--- src/include/frontend_config.svh ---
`ifndef FRONTEND_CONFIG_SVH
`define FRONTEND_CONFIG_SVH

// Address and instruction widths
`define FE_ADDR_W        32
`define FE_INSN_W        32
`define FE_P_INSN_LEN    2

// Slots fetched per window and issued per cycle
`define FE_FETCH_W       2
`define FE_ISSUE_W       2

// Queue and BTB depth, log2
`define FE_P_IQ_DEPTH    3
`define FE_P_BTB_NUM     4

// Word address fetched after reset
`define FE_RESET_VECTOR  30'h0000_0040

`endif

--- src/logic/frontend_pkg.sv ---
`include "frontend_config.svh"

package frontend_pkg;

   typedef logic [`FE_ADDR_W-1:0] addr_t;
   // Word address, byte address without the two low zero bits
   typedef logic [`FE_ADDR_W-`FE_P_INSN_LEN-1:0] pc_t;
   typedef logic [`FE_INSN_W-1:0] insn_t;
   // One aligned fetch window, slot 0 in the low word
   typedef logic [`FE_INSN_W*`FE_FETCH_W-1:0] window_t;
   typedef logic [$clog2(`FE_FETCH_W+1)-1:0] slot_cnt_t;

   typedef struct packed {
      logic hit;
      pc_t  tgt;
   } btb_pred_t;

   // Branch resolution from writeback
   typedef struct packed {
      logic valid;
      logic taken;
      pc_t  pc;
      pc_t  tgt;
   } btb_wb_t;

   typedef struct packed {
      pc_t   pc;
      insn_t insn;
      logic  pred_taken;
   } fetch_entry_t;

endpackage

--- src/logic/fetch_btb.sv ---
`timescale 1ns/1ps
`include "frontend_config.svh"

module fetch_btb
(
   input  logic                                       clk,
   input  logic                                       arst_n,
   input  logic                                       btb_rd_en,
   input  frontend_pkg::pc_t [`FE_FETCH_W-1:0]        btb_rd_pc,
   input  frontend_pkg::btb_wb_t                      bpu_wb,
   output frontend_pkg::btb_pred_t [`FE_FETCH_W-1:0]  btb_pred
);
   import frontend_pkg::*;

   localparam int NUM   = 1 << `FE_P_BTB_NUM;
   localparam int PC_W  = $bits(pc_t);
   localparam int TAG_W = PC_W - `FE_P_BTB_NUM;

   logic [NUM-1:0]             ent_valid;
   logic [TAG_W-1:0]           ent_tag [NUM];
   pc_t                        ent_tgt [NUM];
   logic [`FE_P_BTB_NUM-1:0]   wb_idx;
   logic [TAG_W-1:0]           wb_tag;
   logic                       wb_match;
   logic [`FE_FETCH_W-1:0]     rd_hit;
   pc_t [`FE_FETCH_W-1:0]      rd_tgt;

   assign wb_idx   = bpu_wb.pc[`FE_P_BTB_NUM-1:0];
   assign wb_tag   = bpu_wb.pc[PC_W-1:`FE_P_BTB_NUM];
   assign wb_match = ent_valid[wb_idx] & (ent_tag[wb_idx] == wb_tag);

   // Taken allocates, not-taken only kills a matching entry
   always_ff @(posedge clk or negedge arst_n)
   begin
      if (!arst_n)
         ent_valid <= '0;
      else if (bpu_wb.valid)
      begin
         if (bpu_wb.taken)
            ent_valid[wb_idx] <= 1'b1;
         else if (wb_match)
            ent_valid[wb_idx] <= 1'b0;
      end
   end

   always_ff @(posedge clk)
   begin
      if (bpu_wb.valid & bpu_wb.taken)
      begin
         ent_tag[wb_idx] <= wb_tag;
         ent_tgt[wb_idx] <= bpu_wb.tgt;
      end
   end

   // Both slots looked up in parallel
   always_comb
   begin
      for (int i = 0; i < `FE_FETCH_W; i++)
      begin
         rd_hit[i] = ent_valid[btb_rd_pc[i][`FE_P_BTB_NUM-1:0]] &
                     (ent_tag[btb_rd_pc[i][`FE_P_BTB_NUM-1:0]] ==
                      btb_rd_pc[i][PC_W-1:`FE_P_BTB_NUM]);
         rd_tgt[i] = ent_tgt[btb_rd_pc[i][`FE_P_BTB_NUM-1:0]];
      end
   end

   // Result lines up with the window in s1
   always_ff @(posedge clk or negedge arst_n)
   begin
      if (!arst_n)
         btb_pred <= '0;
      else if (btb_rd_en)
      begin
         for (int i = 0; i < `FE_FETCH_W; i++)
         begin
            btb_pred[i].hit <= rd_hit[i];
            btb_pred[i].tgt <= rd_tgt[i];
         end
      end
   end

endmodule

--- src/logic/fetch_pc_gen.sv ---
`timescale 1ns/1ps
`include "frontend_config.svh"

module fetch_pc_gen
(
   input  logic                                          clk,
   input  logic                                          arst_n,
   input  logic                                          flush,
   input  frontend_pkg::pc_t                             flush_tgt,
   input  logic                                          iq_ready,
   input  frontend_pkg::window_t                         imem_rdata,
   input  frontend_pkg::btb_pred_t [`FE_FETCH_W-1:0]     btb_pred,
   output frontend_pkg::addr_t                           imem_addr,
   output logic                                          btb_rd_en,
   output frontend_pkg::pc_t [`FE_FETCH_W-1:0]           btb_rd_pc,
   output frontend_pkg::slot_cnt_t                       iq_push_cnt,
   output frontend_pkg::fetch_entry_t [`FE_FETCH_W-1:0]  iq_push
);
   import frontend_pkg::*;

   localparam int P_FW = $clog2(`FE_FETCH_W);

   logic                            p_ce;
   logic                            s1_ld;
   pc_t                             pc;
   pc_t                             pc_nxt;
   pc_t                             win_base;
   logic [`FE_FETCH_W-1:0]          s0_msk;
   pc_t [`FE_FETCH_W-1:0]           s0_pc;
   logic [`FE_FETCH_W-1:0]          s1_msk;
   pc_t [`FE_FETCH_W-1:0]           s1_pc;
   logic [`FE_FETCH_W-1:0]          s1_valid;
   logic [P_FW-1:0]                 s1_off;
   slot_cnt_t                       s1_cnt;
   logic                            pred_taken;
   pc_t                             pred_tgt;
   fetch_entry_t [`FE_FETCH_W-1:0]  s1_ent;

   assign p_ce  = iq_ready;
   // Flush must reach s1 even when the queue is full
   assign s1_ld = p_ce | flush;

   always_comb
   begin
      if (flush)
         pc_nxt = flush_tgt;
      else if (!p_ce)
         pc_nxt = pc;
      else if (pred_taken)
         pc_nxt = pred_tgt;
      else
         pc_nxt = pc + pc_t'(s1_cnt);
   end

   always_ff @(posedge clk or negedge arst_n)
   begin
      if (!arst_n)
         pc <= `FE_RESET_VECTOR;
      else
         pc <= pc_nxt;
   end

   // Window-aligned request address
   assign win_base  = {pc_nxt[$bits(pc_t)-1:P_FW], {P_FW{1'b0}}};
   assign imem_addr = {win_base, {`FE_P_INSN_LEN{1'b0}}};

   always_comb
   begin
      for (int i = 0; i < `FE_FETCH_W; i++)
      begin
         s0_pc[i]  = win_base + pc_t'(i);
         // Slots before the target are dropped
         s0_msk[i] = (int'(pc_nxt[P_FW-1:0]) <= i);
      end
   end

   assign btb_rd_en = s1_ld;
   assign btb_rd_pc = s0_pc;

   always_ff @(posedge clk or negedge arst_n)
   begin
      if (!arst_n)
         s1_msk <= '0;
      else if (s1_ld)
         s1_msk <= s0_msk;
   end

   always_ff @(posedge clk)
   begin
      if (s1_ld)
         s1_pc <= s0_pc;
   end

   // Valid mask ends after the first predicted-taken slot
   always_comb
   begin
      pred_taken = 1'b0;
      pred_tgt   = btb_pred[0].tgt;
      s1_cnt     = '0;
      for (int i = 0; i < `FE_FETCH_W; i++)
      begin
         s1_valid[i] = s1_msk[i] & ~pred_taken;
         if (s1_valid[i])
            s1_cnt = s1_cnt + slot_cnt_t'(1);
         if (s1_valid[i] & btb_pred[i].hit)
         begin
            pred_taken = 1'b1;
            pred_tgt   = btb_pred[i].tgt;
         end
      end
   end

   always_comb
   begin
      for (int i = 0; i < `FE_FETCH_W; i++)
      begin
         s1_ent[i].pc         = s1_pc[i];
         s1_ent[i].insn       = imem_rdata[i*`FE_INSN_W +: `FE_INSN_W];
         s1_ent[i].pred_taken = s1_valid[i] & btb_pred[i].hit;
      end
   end

   // Valid slots are contiguous from the PC slot on
   assign s1_off = pc[P_FW-1:0];

   always_comb
   begin
      for (int j = 0; j < `FE_FETCH_W; j++)
      begin
         if (j + int'(s1_off) < `FE_FETCH_W)
            iq_push[j] = s1_ent[j + int'(s1_off)];
         else
            iq_push[j] = '0;
      end
   end

   assign iq_push_cnt = (p_ce & ~flush) ? s1_cnt : '0;

endmodule

--- src/logic/fetch_queue.sv ---
`timescale 1ns/1ps
`include "frontend_config.svh"

module fetch_queue
(
   input  logic                                          clk,
   input  logic                                          arst_n,
   input  logic                                          flush,
   input  frontend_pkg::slot_cnt_t                       iq_push_cnt,
   input  frontend_pkg::fetch_entry_t [`FE_FETCH_W-1:0]  iq_push,
   input  frontend_pkg::slot_cnt_t                       id_pop_cnt,
   output logic                                          iq_ready,
   output logic [`FE_ISSUE_W-1:0]                        id_valid,
   output frontend_pkg::fetch_entry_t [`FE_ISSUE_W-1:0]  id_slot
);
   import frontend_pkg::*;

   localparam int DEPTH = 1 << `FE_P_IQ_DEPTH;
   localparam int PTR_W = `FE_P_IQ_DEPTH;
   localparam int OCC_W = `FE_P_IQ_DEPTH + 1;

   logic [PTR_W-1:0]  rptr;
   logic [PTR_W-1:0]  wptr;
   logic [OCC_W-1:0]  occ;
   fetch_entry_t      mem [DEPTH];

   // Entry storage, up to two writes per cycle
   always_ff @(posedge clk)
   begin
      for (int i = 0; i < `FE_FETCH_W; i++)
      begin
         if (i < int'(iq_push_cnt))
            mem[wptr + PTR_W'(i)] <= iq_push[i];
      end
   end

   always_ff @(posedge clk or negedge arst_n)
   begin
      if (!arst_n)
      begin
         rptr <= '0;
         wptr <= '0;
         occ  <= '0;
      end
      else if (flush)
      begin
         rptr <= '0;
         wptr <= '0;
         occ  <= '0;
      end
      else
      begin
         wptr <= wptr + PTR_W'(iq_push_cnt);
         rptr <= rptr + PTR_W'(id_pop_cnt);
         occ  <= occ + OCC_W'(iq_push_cnt) - OCC_W'(id_pop_cnt);
      end
   end

   // Room for a full window
   assign iq_ready = (occ <= OCC_W'(DEPTH - `FE_FETCH_W));

   // Oldest entry always in slot 0
   always_comb
   begin
      for (int i = 0; i < `FE_ISSUE_W; i++)
      begin
         id_valid[i] = (occ > OCC_W'(i));
         id_slot[i]  = mem[rptr + PTR_W'(i)];
      end
   end

endmodule

--- src/logic/frontend.sv ---
`timescale 1ns/1ps
`include "frontend_config.svh"

module frontend
(
   input  logic                                          clk,
   input  logic                                          arst_n,
   input  logic                                          flush,
   input  frontend_pkg::pc_t                             flush_tgt,
   input  frontend_pkg::btb_wb_t                         bpu_wb,
   output frontend_pkg::addr_t                           imem_addr,
   input  frontend_pkg::window_t                         imem_rdata,
   output logic [`FE_ISSUE_W-1:0]                        id_valid,
   output frontend_pkg::fetch_entry_t [`FE_ISSUE_W-1:0]  id_slot,
   input  frontend_pkg::slot_cnt_t                       id_pop_cnt
);
   import frontend_pkg::*;

   logic                            btb_rd_en;
   pc_t [`FE_FETCH_W-1:0]           btb_rd_pc;
   btb_pred_t [`FE_FETCH_W-1:0]     btb_pred;
   slot_cnt_t                       iq_push_cnt;
   fetch_entry_t [`FE_FETCH_W-1:0]  iq_push;
   logic                            iq_ready;

   fetch_btb u_btb
   (
      .clk         (clk),
      .arst_n      (arst_n),
      .btb_rd_en   (btb_rd_en),
      .btb_rd_pc   (btb_rd_pc),
      .bpu_wb      (bpu_wb),
      .btb_pred    (btb_pred)
   );

   fetch_pc_gen u_pc_gen
   (
      .clk         (clk),
      .arst_n      (arst_n),
      .flush       (flush),
      .flush_tgt   (flush_tgt),
      .iq_ready    (iq_ready),
      .imem_rdata  (imem_rdata),
      .btb_pred    (btb_pred),
      .imem_addr   (imem_addr),
      .btb_rd_en   (btb_rd_en),
      .btb_rd_pc   (btb_rd_pc),
      .iq_push_cnt (iq_push_cnt),
      .iq_push     (iq_push)
   );

   fetch_queue u_queue
   (
      .clk         (clk),
      .arst_n      (arst_n),
      .flush       (flush),
      .iq_push_cnt (iq_push_cnt),
      .iq_push     (iq_push),
      .id_pop_cnt  (id_pop_cnt),
      .iq_ready    (iq_ready),
      .id_valid    (id_valid),
      .id_slot     (id_slot)
   );

endmodule

--- config.mk ---
export PLATFORM = sky130hd
export DESIGN_NAME = frontend
export DESIGN_NICKNAME = d
export VERILOG_FILES = /design/src/logic/frontend_pkg.sv /design/src/logic/fetch_btb.sv /design/src/logic/fetch_pc_gen.sv /design/src/logic/fetch_queue.sv /design/src/logic/frontend.sv
export VERILOG_INCLUDE_DIRS = /design/src /design/src/include
export SDC_FILE = /design/constraint.sdc
export NUM_CORES = 2
export LEC_CHECK = 0
export BUFFER_PORTS_ARGS = -buffer_cell sky130_fd_sc_hd__buf_2
export CAP_MARGIN = 0
export CORE_UTILIZATION = 50
export CTS_BUF_LIST = sky130_fd_sc_hd__clkbuf_16
export DETAILED_ROUTE_END_ITERATION = 10
export PLACE_DENSITY = 0.67
export REMOVE_ABC_BUFFERS = 1
export SLEW_MARGIN = 5
export SYNTH_ARGS = -nofsm -noshare
export SYNTH_HDL_FRONTEND = slang
export SYNTH_HIERARCHICAL = 1
export SYNTH_SLANG_ARGS = --single-unit
export TNS_END_PERCENT = 50
--- constraint.sdc ---
create_clock -name clk -period 19.77 [get_ports clk]
set_input_delay 3.954 -clock clk [delete_from_list [all_inputs] [get_ports clk]]
set_output_delay 3.954 -clock clk [all_outputs]
set_load 0.005 [all_outputs]
# Word level (Yosys, flattened, before mapping)
# Memories as Yosys holds them, arrays and structs flattened. A register that Yosys moved wholly into a read port is not among the register bits.
# Cells that the tools add are included.
# op_classes
bitwise	14
n_addsub	10
magnitude_cmp	14
mux	35
reduce_logical	5
n_eq_ne	3
# op_table
cell	n
63-bit 2-to-1 mux	7
30-bit 2-to-1 mux	4
26-bit equality test	3
32-bit by 3-bit less-than comparator with 1-bit output, second input constant	2
16-bit 2-to-1 mux	2
30-bit by 1-bit adder with 30-bit output, second input constant	1
30-bit by 2-bit adder with 30-bit output	1
16-bit AND	1
16-bit inverter	1
16-bit OR	1
4-bit by 5-bit less-than comparator with 1-bit output, second input constant	3
1-bit 2-to-1 mux	13
1-bit AND	8
1-bit binary-select mux with 4-bit select	2
4-bit by 1-bit greater-than comparator with 1-bit output, second input constant	2
3-bit by 1-bit adder with 3-bit output, second input constant	2
3-bit by 2-bit adder with 3-bit output	2
3-bit 2-to-1 mux	2
4-bit by 2-bit adder with 4-bit output	1
1-bit demux with 4-bit select	1
4-bit by 1-bit >= comparator with 1-bit output, second input constant	1
4-bit by 3-bit less-or-equal comparator with 1-bit output, second input constant	1
1-bit by 2-bit less-than comparator with 1-bit output, first input constant	2
1-bit by 2-bit less-than comparator with 1-bit output, second input constant	2
13 further kinds	16
# totals
out_inout_bits	160
regBits	119
mem_count	3
wordCells	94
ramBits	1400
in_bits	161
# memory_table
name	depth	width	read_ports	rd_clocked_by_memory_dff	wr	line_no	source
u_queue.mem	8	63	2	0	2	fetch_queue.sv:25	fetch_entry_t mem [DEPTH];
u_btb.ent_tgt	16	30	2	2	1	fetch_btb.sv:21	pc_t ent_tgt [NUM];
u_btb.ent_tag	16	26	3	0	1	fetch_btb.sv:20	logic [TAG_W-1:0] ent_tag [NUM];

# Longest topological paths before layout
# depth
ltp_word	13
mapped_depth	22
mapped_depth_nobuf	17

# By module
# Netlist, hierarchy kept.
# modules_own_cells
mod	seq_area_each_um2	cells_per_inst	area_per_inst_um2	n_inst
fetch_btb	28857.7	2372	48388.9	1
fetch_queue	15384.8	1595	29336.9	1
fetch_pc_gen	1672.9	541	4983.5	1

# Worst setup path before layout
# Ideal clock, no wire load.
# synth_timing
path_type	input -> register
startpoint	input port flush
endpoint	memory u_queue/mem[0][0] in the netlist's numbering (enable)
stages	5
t_required_ns	19.189
t_arrival_ns	9.483
setup_time_ns	0.581
n_path_buf	1
path_slack_ns	9.706
cell_sequence	inv_1 -> clkbuf_1 -> and3_1 -> o21bai_1 -> o32ai_1
# synth_rtl
item	line_no	source
start: declaration	frontend.sv:8	input logic flush,
end: declaration	fetch_queue.sv:25	

# Worst setup path after layout
# layout_timing
startpoint	input port flush
endpoint	output port imem_addr[22]
# layout_between
elab_chain_len	1
# layout_rtl
item	line_no	source
30-bit 2-to-1 mux	fetch_pc_gen.sv:45	if (flush)
end: declaration	frontend.sv:11	output frontend_pkg::addr_t imem_addr,
# No other way between the ends.

==> results <==
- The flow ran to the end, and the final reports show no timing, DRC or antenna violations.
- The start point of the worst hold path is u_btb/btb_pred[25].
- The count of port buffers added during placement is 317.
- Summed over all failing endpoints, the final setup total negative slack is 0 ns.
- The number of enable-type register cells in the synthesized netlist is 1429.
- The number of gates given a new drive strength after cts is 0.
- In this run the critical register-to-register path is captured at u_btb/btb_pred[61].
- The design internal power is approximately 7700 µW.
- Dividing the detail-routed via count by the number of cells gives 6.80.
- The area enclosed by the die boundary is 167000 µm².
- The clock tree from TritonCTS is done.
- The share of the Yosys chip area taken by registers is between 50% and 60%.
- The share of layout cells above drive strength 1 is 48.9%.
- In this run, distinct cell masters in the synthesized netlist total 90.
- The final hold slack is just over 0.5 ns.
- In this run the worst path has a maximum fanout of 60.
- The cell sitting at the root of the clock tree is a sky130_fd_sc_hd__clkbuf_16.
- In the synthesized netlist, the cells that appear most often are 1429 x sky130_fd_sc_hd__edfxtp_1, 878 x sky130_fd_sc_hd__mux4_2, 726 x sky130_fd_sc_hd__mux2_2.
- The synthesized instance count is around 4500.
- The most instantiated flip-flop cell in the synthesis netlist is sky130_fd_sc_hd__edfxtp_1.
- The startpoint identified for the worst register-to-register timing path is u_btb/btb_pred[30].
- The final net count is about 5000.
- Routability-driven placement finished with a final weighted congestion of slightly below 1.
- The row count is about 150.
- Data on the critical path arrives at its endpoint at slightly above 7 ns.
- The overflow left after global routing is 0.
- Measured against its own limit, the worst slew margin works out to approximately an eighth.
- The depth of the worst register-to-register path is 16.
- Counting every sink on the clock net gives about 1500.
- For the pin with the worst max-slew slack, the measured transition is approximately 1.3 ns.
- Buffers added to address setup during post-CTS repair amount to 0.
- The deepest clock path buffer count is 3.
- Compared with the post-synthesis result, the final layout area differs by 10.8%.
- The die height is 409 µm.
- The worst setup path is captured at an output port.
- The combinational cell fraction of total power is about a third.
- The detail route stage leaves a number of antenna-violating nets equal to 0.
- In this run the worst hold path is classified as register to register.
- The number of iterations in the first detailed-routing pass is 6.
- By area the synthesized netlist is led by sky130_fd_sc_hd__edfxtp_1 52%, sky130_fd_sc_hd__mux4_2 24%, sky130_fd_sc_hd__mux2_2 9.9%, sky130_fd_sc_hd__dfrtp_1 3.6%, sky130_fd_sc_hd__mux2i_1 1.5%.
- During synthesis, Yosys emitted a total of 6 warnings.
- Setup repair after global routing left no endpoint under its margin.
- STA classifies the critical path startpoint as an input pin.
- The count of boundary I/O pins is between 300 and 400.
- The fraction of power spent switching nets is roughly 32%.
- The capture endpoint of the worst hold path is u_btb/btb_pred[25].
- The synthesized design spends more area on one cell type than any other, namely sky130_fd_sc_hd__edfxtp_1.
- After floorplanning, the core was sized to cover 164000 µm².
- The maximum number of pins on one net before global-route repair is ~230.
- The number of max-slew violations in the final report came to 0.
- The power dissipated by switching net loads is about 3700 µW.
- Across the VDD grid, the largest voltage drop is around 0.11 mV.
- The routed layout has 47720 vias.
- The global-route usage over all layers is 28.4%.
- The number of hold-slack violations in the final timing report is 0.
- The initial antenna violation count is 43.
- The DRC violation count after routing is 0.
- The clock latency on the worst-skew pair is about 0.81 ns.
- The shortest clock period the worst path allows after layout is 11.14 ns.
- The clock tree synthesis step divided the H-tree into 4 levels.
- The leakage power is between 0.02 and 0.03 µW.
- The average size of a mapped cell is around 18 µm².
- The clock network burns a little over a quarter of the power.
- The number of hold buffers added after cts is 0.
- For this run, the top clock speed supported by timing is around 0.090 GHz.
- The most common cell in the synthesized netlist is sky130_fd_sc_hd__edfxtp_1.
- The maximum clock skew at final layout is between 0.02 and 0.025 ns.
- After clock tree synthesis, the clock-pin slew on the worst setup and hold paths is 0.06 ns.
- The total setup violations reported at the end of the flow is 0.
- The setup slack of the most critical reg-to-reg path is between 10 and 15 ns.
- The critical path is of the input pin to output port type.
- Summed over all layers, the routed wires come to approximately 240000 µm.
- In this run, flip-flops and latches consume roughly two fifths of the power.
- Dividing the final minimum period by the clock period gives a little under three fifths.
- The required time of the critical path is roughly 16 ns.
- The fraction of synthesized cell area taken by the top area cell type is a little over 50%.
- In the synthesized netlist the async set-or-reset flop fraction comes to 7.75%.
- Once the floorplan was initialized, standard cells occupied 50.6% of the core.
- The die boundary width is 409 µm.
- The mapped cell area is 82700 µm².
- The tool flagged a number of max-cap violations equal to 0.
- The HPWL after detailed placement is between 100000 and 150000 µm.
- After detailed routing, the average wire length per cell comes to roughly 34 µm.
- The number of stages on the worst hold path is 1.
- The iteration-0 DRC count of the detailed router is roughly 5000.
- The first global-routing pass estimated around 340000 µm of wire.
- The synthesized design contains 1549 register bits.
- TritonCTS created about 170 clock buffers.
- The power density over the cells is ~120 nW/µm².
- The via count of the first global-routing pass was just under 50000.
-- worst max path at each step --
stage          start                  to  slack, ns  cells after the start
2_1_floorplan  flush  u_btb/btb_pred[61]     -21.85                      8
3_3_place_gp   flush       imem_addr[22]       8.72                      9
3_5_place_dp   flush       imem_addr[22]       8.67                      9
4_1_cts        flush       imem_addr[22]       8.66                      9
5_1_grt        flush       imem_addr[22]       8.50                      9
6_report       flush       imem_addr[22]       8.63                      9
-- metrics by stage --
stage	power (µW)	std cells	worst slack, ns	instance area [µm²]	utilization, %
2_1_floorplan	9350	4083	-21.85	80500	-
3_3_place_gp	8310	6695	8.72	86200	52.7
3_5_place_dp	8360	6695	8.67	86200	52.7
4_1_cts	11500	7004	8.66	91600	56.0
5_1_grt	11800	7015	8.50	91600	56.0
6_report	11400	7020	8.63	91600	56.0
-- registers in the layout (all words and copies together) (netlist names), 3 cells and up, named ones only --
name,flops
u_btb/btb_pred,62
u_btb/ent_tag,416
u_btb/ent_tgt,480
u_pc_gen/pc,30
u_pc_gen/s1_ent,29
u_queue/mem,504
u_queue/occ,4
u_queue/rptr,3
u_queue/wptr,3
-- layout by cell type, fill, tap and decap left out, types with 9 or more instances in the layout --
cell type / synthesis / routed
sky130_fd_sc_hd__mux4_2: 878 / 878
sky130_fd_sc_hd__buf_2: 135 / 314
sky130_fd_sc_hd__o22ai_1: 30 / 27
sky130_fd_sc_hd__and2_1: 8 / 9
sky130_fd_sc_hd__nand2_1: 70 / 70
sky130_fd_sc_hd__a221o_1: 9 / 9
sky130_fd_sc_hd__edfxtp_1: 1429 / 1429
sky130_fd_sc_hd__diode_2: 0 / 16
sky130_fd_sc_hd__nand4_1: 13 / 13
sky130_fd_sc_hd__buf_4: 101 / 116
sky130_fd_sc_hd__o41ai_1: 9 / 9
sky130_fd_sc_hd__o221ai_1: 11 / 9
sky130_fd_sc_hd__inv_1: 31 / 56
sky130_fd_sc_hd__nor2b_1: 73 / 73
sky130_fd_sc_hd__mux2_2: 726 / 726
sky130_fd_sc_hd__clkbuf_16: 0 / 170
sky130_fd_sc_hd__a221oi_1: 23 / 23
sky130_fd_sc_hd__nand2b_1: 10 / 10
sky130_fd_sc_hd__dfrtp_1: 119 / 115
sky130_fd_sc_hd__xor2_1: 31 / 30
sky130_fd_sc_hd__nand3_1: 28 / 28
sky130_fd_sc_hd__a22oi_1: 23 / 23
sky130_fd_sc_hd__ha_1: 14 / 13
sky130_fd_sc_hd__nor2_4: 0 / 18
sky130_fd_sc_hd__nor3_1: 16 / 14
sky130_fd_sc_hd__nor2_1: 80 / 65
sky130_fd_sc_hd__and3_1: 10 / 10
sky130_fd_sc_hd__clkinv_2: 0 / 34
sky130_fd_sc_hd__a21oi_1: 61 / 55
sky130_fd_sc_hd__bufinv_16: 0 / 15
sky130_fd_sc_hd__o21ai_0: 38 / 34
sky130_fd_sc_hd__clkinv_1: 1 / 44
sky130_fd_sc_hd__mux2i_1: 123 / 123
sky130_fd_sc_hd__nor4_1: 16 / 16
sky130_fd_sc_hd__xnor2_1: 55 / 55
-- worst max-delay path, stage by stage --
cell                       delay [ns]
sky130_fd_sc_hd__buf_2           0.08
sky130_fd_sc_hd__buf_4           0.38
sky130_fd_sc_hd__nor2_1          0.22
sky130_fd_sc_hd__inv_6           0.45
sky130_fd_sc_hd__buf_4           0.68
sky130_fd_sc_hd__o22ai_1         0.19
sky130_fd_sc_hd__a21oi_1         0.16
sky130_fd_sc_hd__a21boi_1        0.69
sky130_fd_sc_hd__buf_2           0.34
-- cells by family (layout without fill, tap and decap cells) --
kind of cell	count (synthesis)	after routing	share of synthesized area [%]
compound gates	291	291	2.50
xor+xnor	88	88	0.950
fa+ha+maj	19	19	0.333
buf+inv	461	779	2.87
flops	1549	1549	55.5
mux	1733	1733	35.4
other cells	2	21	0.00908
simple gates	365	365	2.46
-- area by class of cell --
class / count / area (µm²)
antenna: 16 / 40.0
clock buffer: 170 / 4250
clock inverter: 139 / 1150
fill: 12394 / 71900
inverter: 33 / 129
multi-input combinational: 2501 / 34800
sequential: 1549 / 45900
tap: 2175 / 2720
timing repair buffer: 437 / 2570
-- power by group through the flow --
stage                     clock [µW]  sequential, µW  combinational, µW
after floorplan                    0            4360               4990
after detailed placement           0            4410               3950
after global placement             0            4400               3900
final                           3090            4350               3980
after CTS                       3140            4350               3970
after global routing            3250            4390               4180
-- layer usage --
layer  vias to the layer above  share of wire, %  track usage, %
met5                         -             0.074               0
met4                        28               4.1            11.7
met3                       475               8.5            5.28
met2                      2357                49            46.3
met1                     25437                38            37.6
li1                      19423                 -               -
Power figures use the tool's default switching activity.
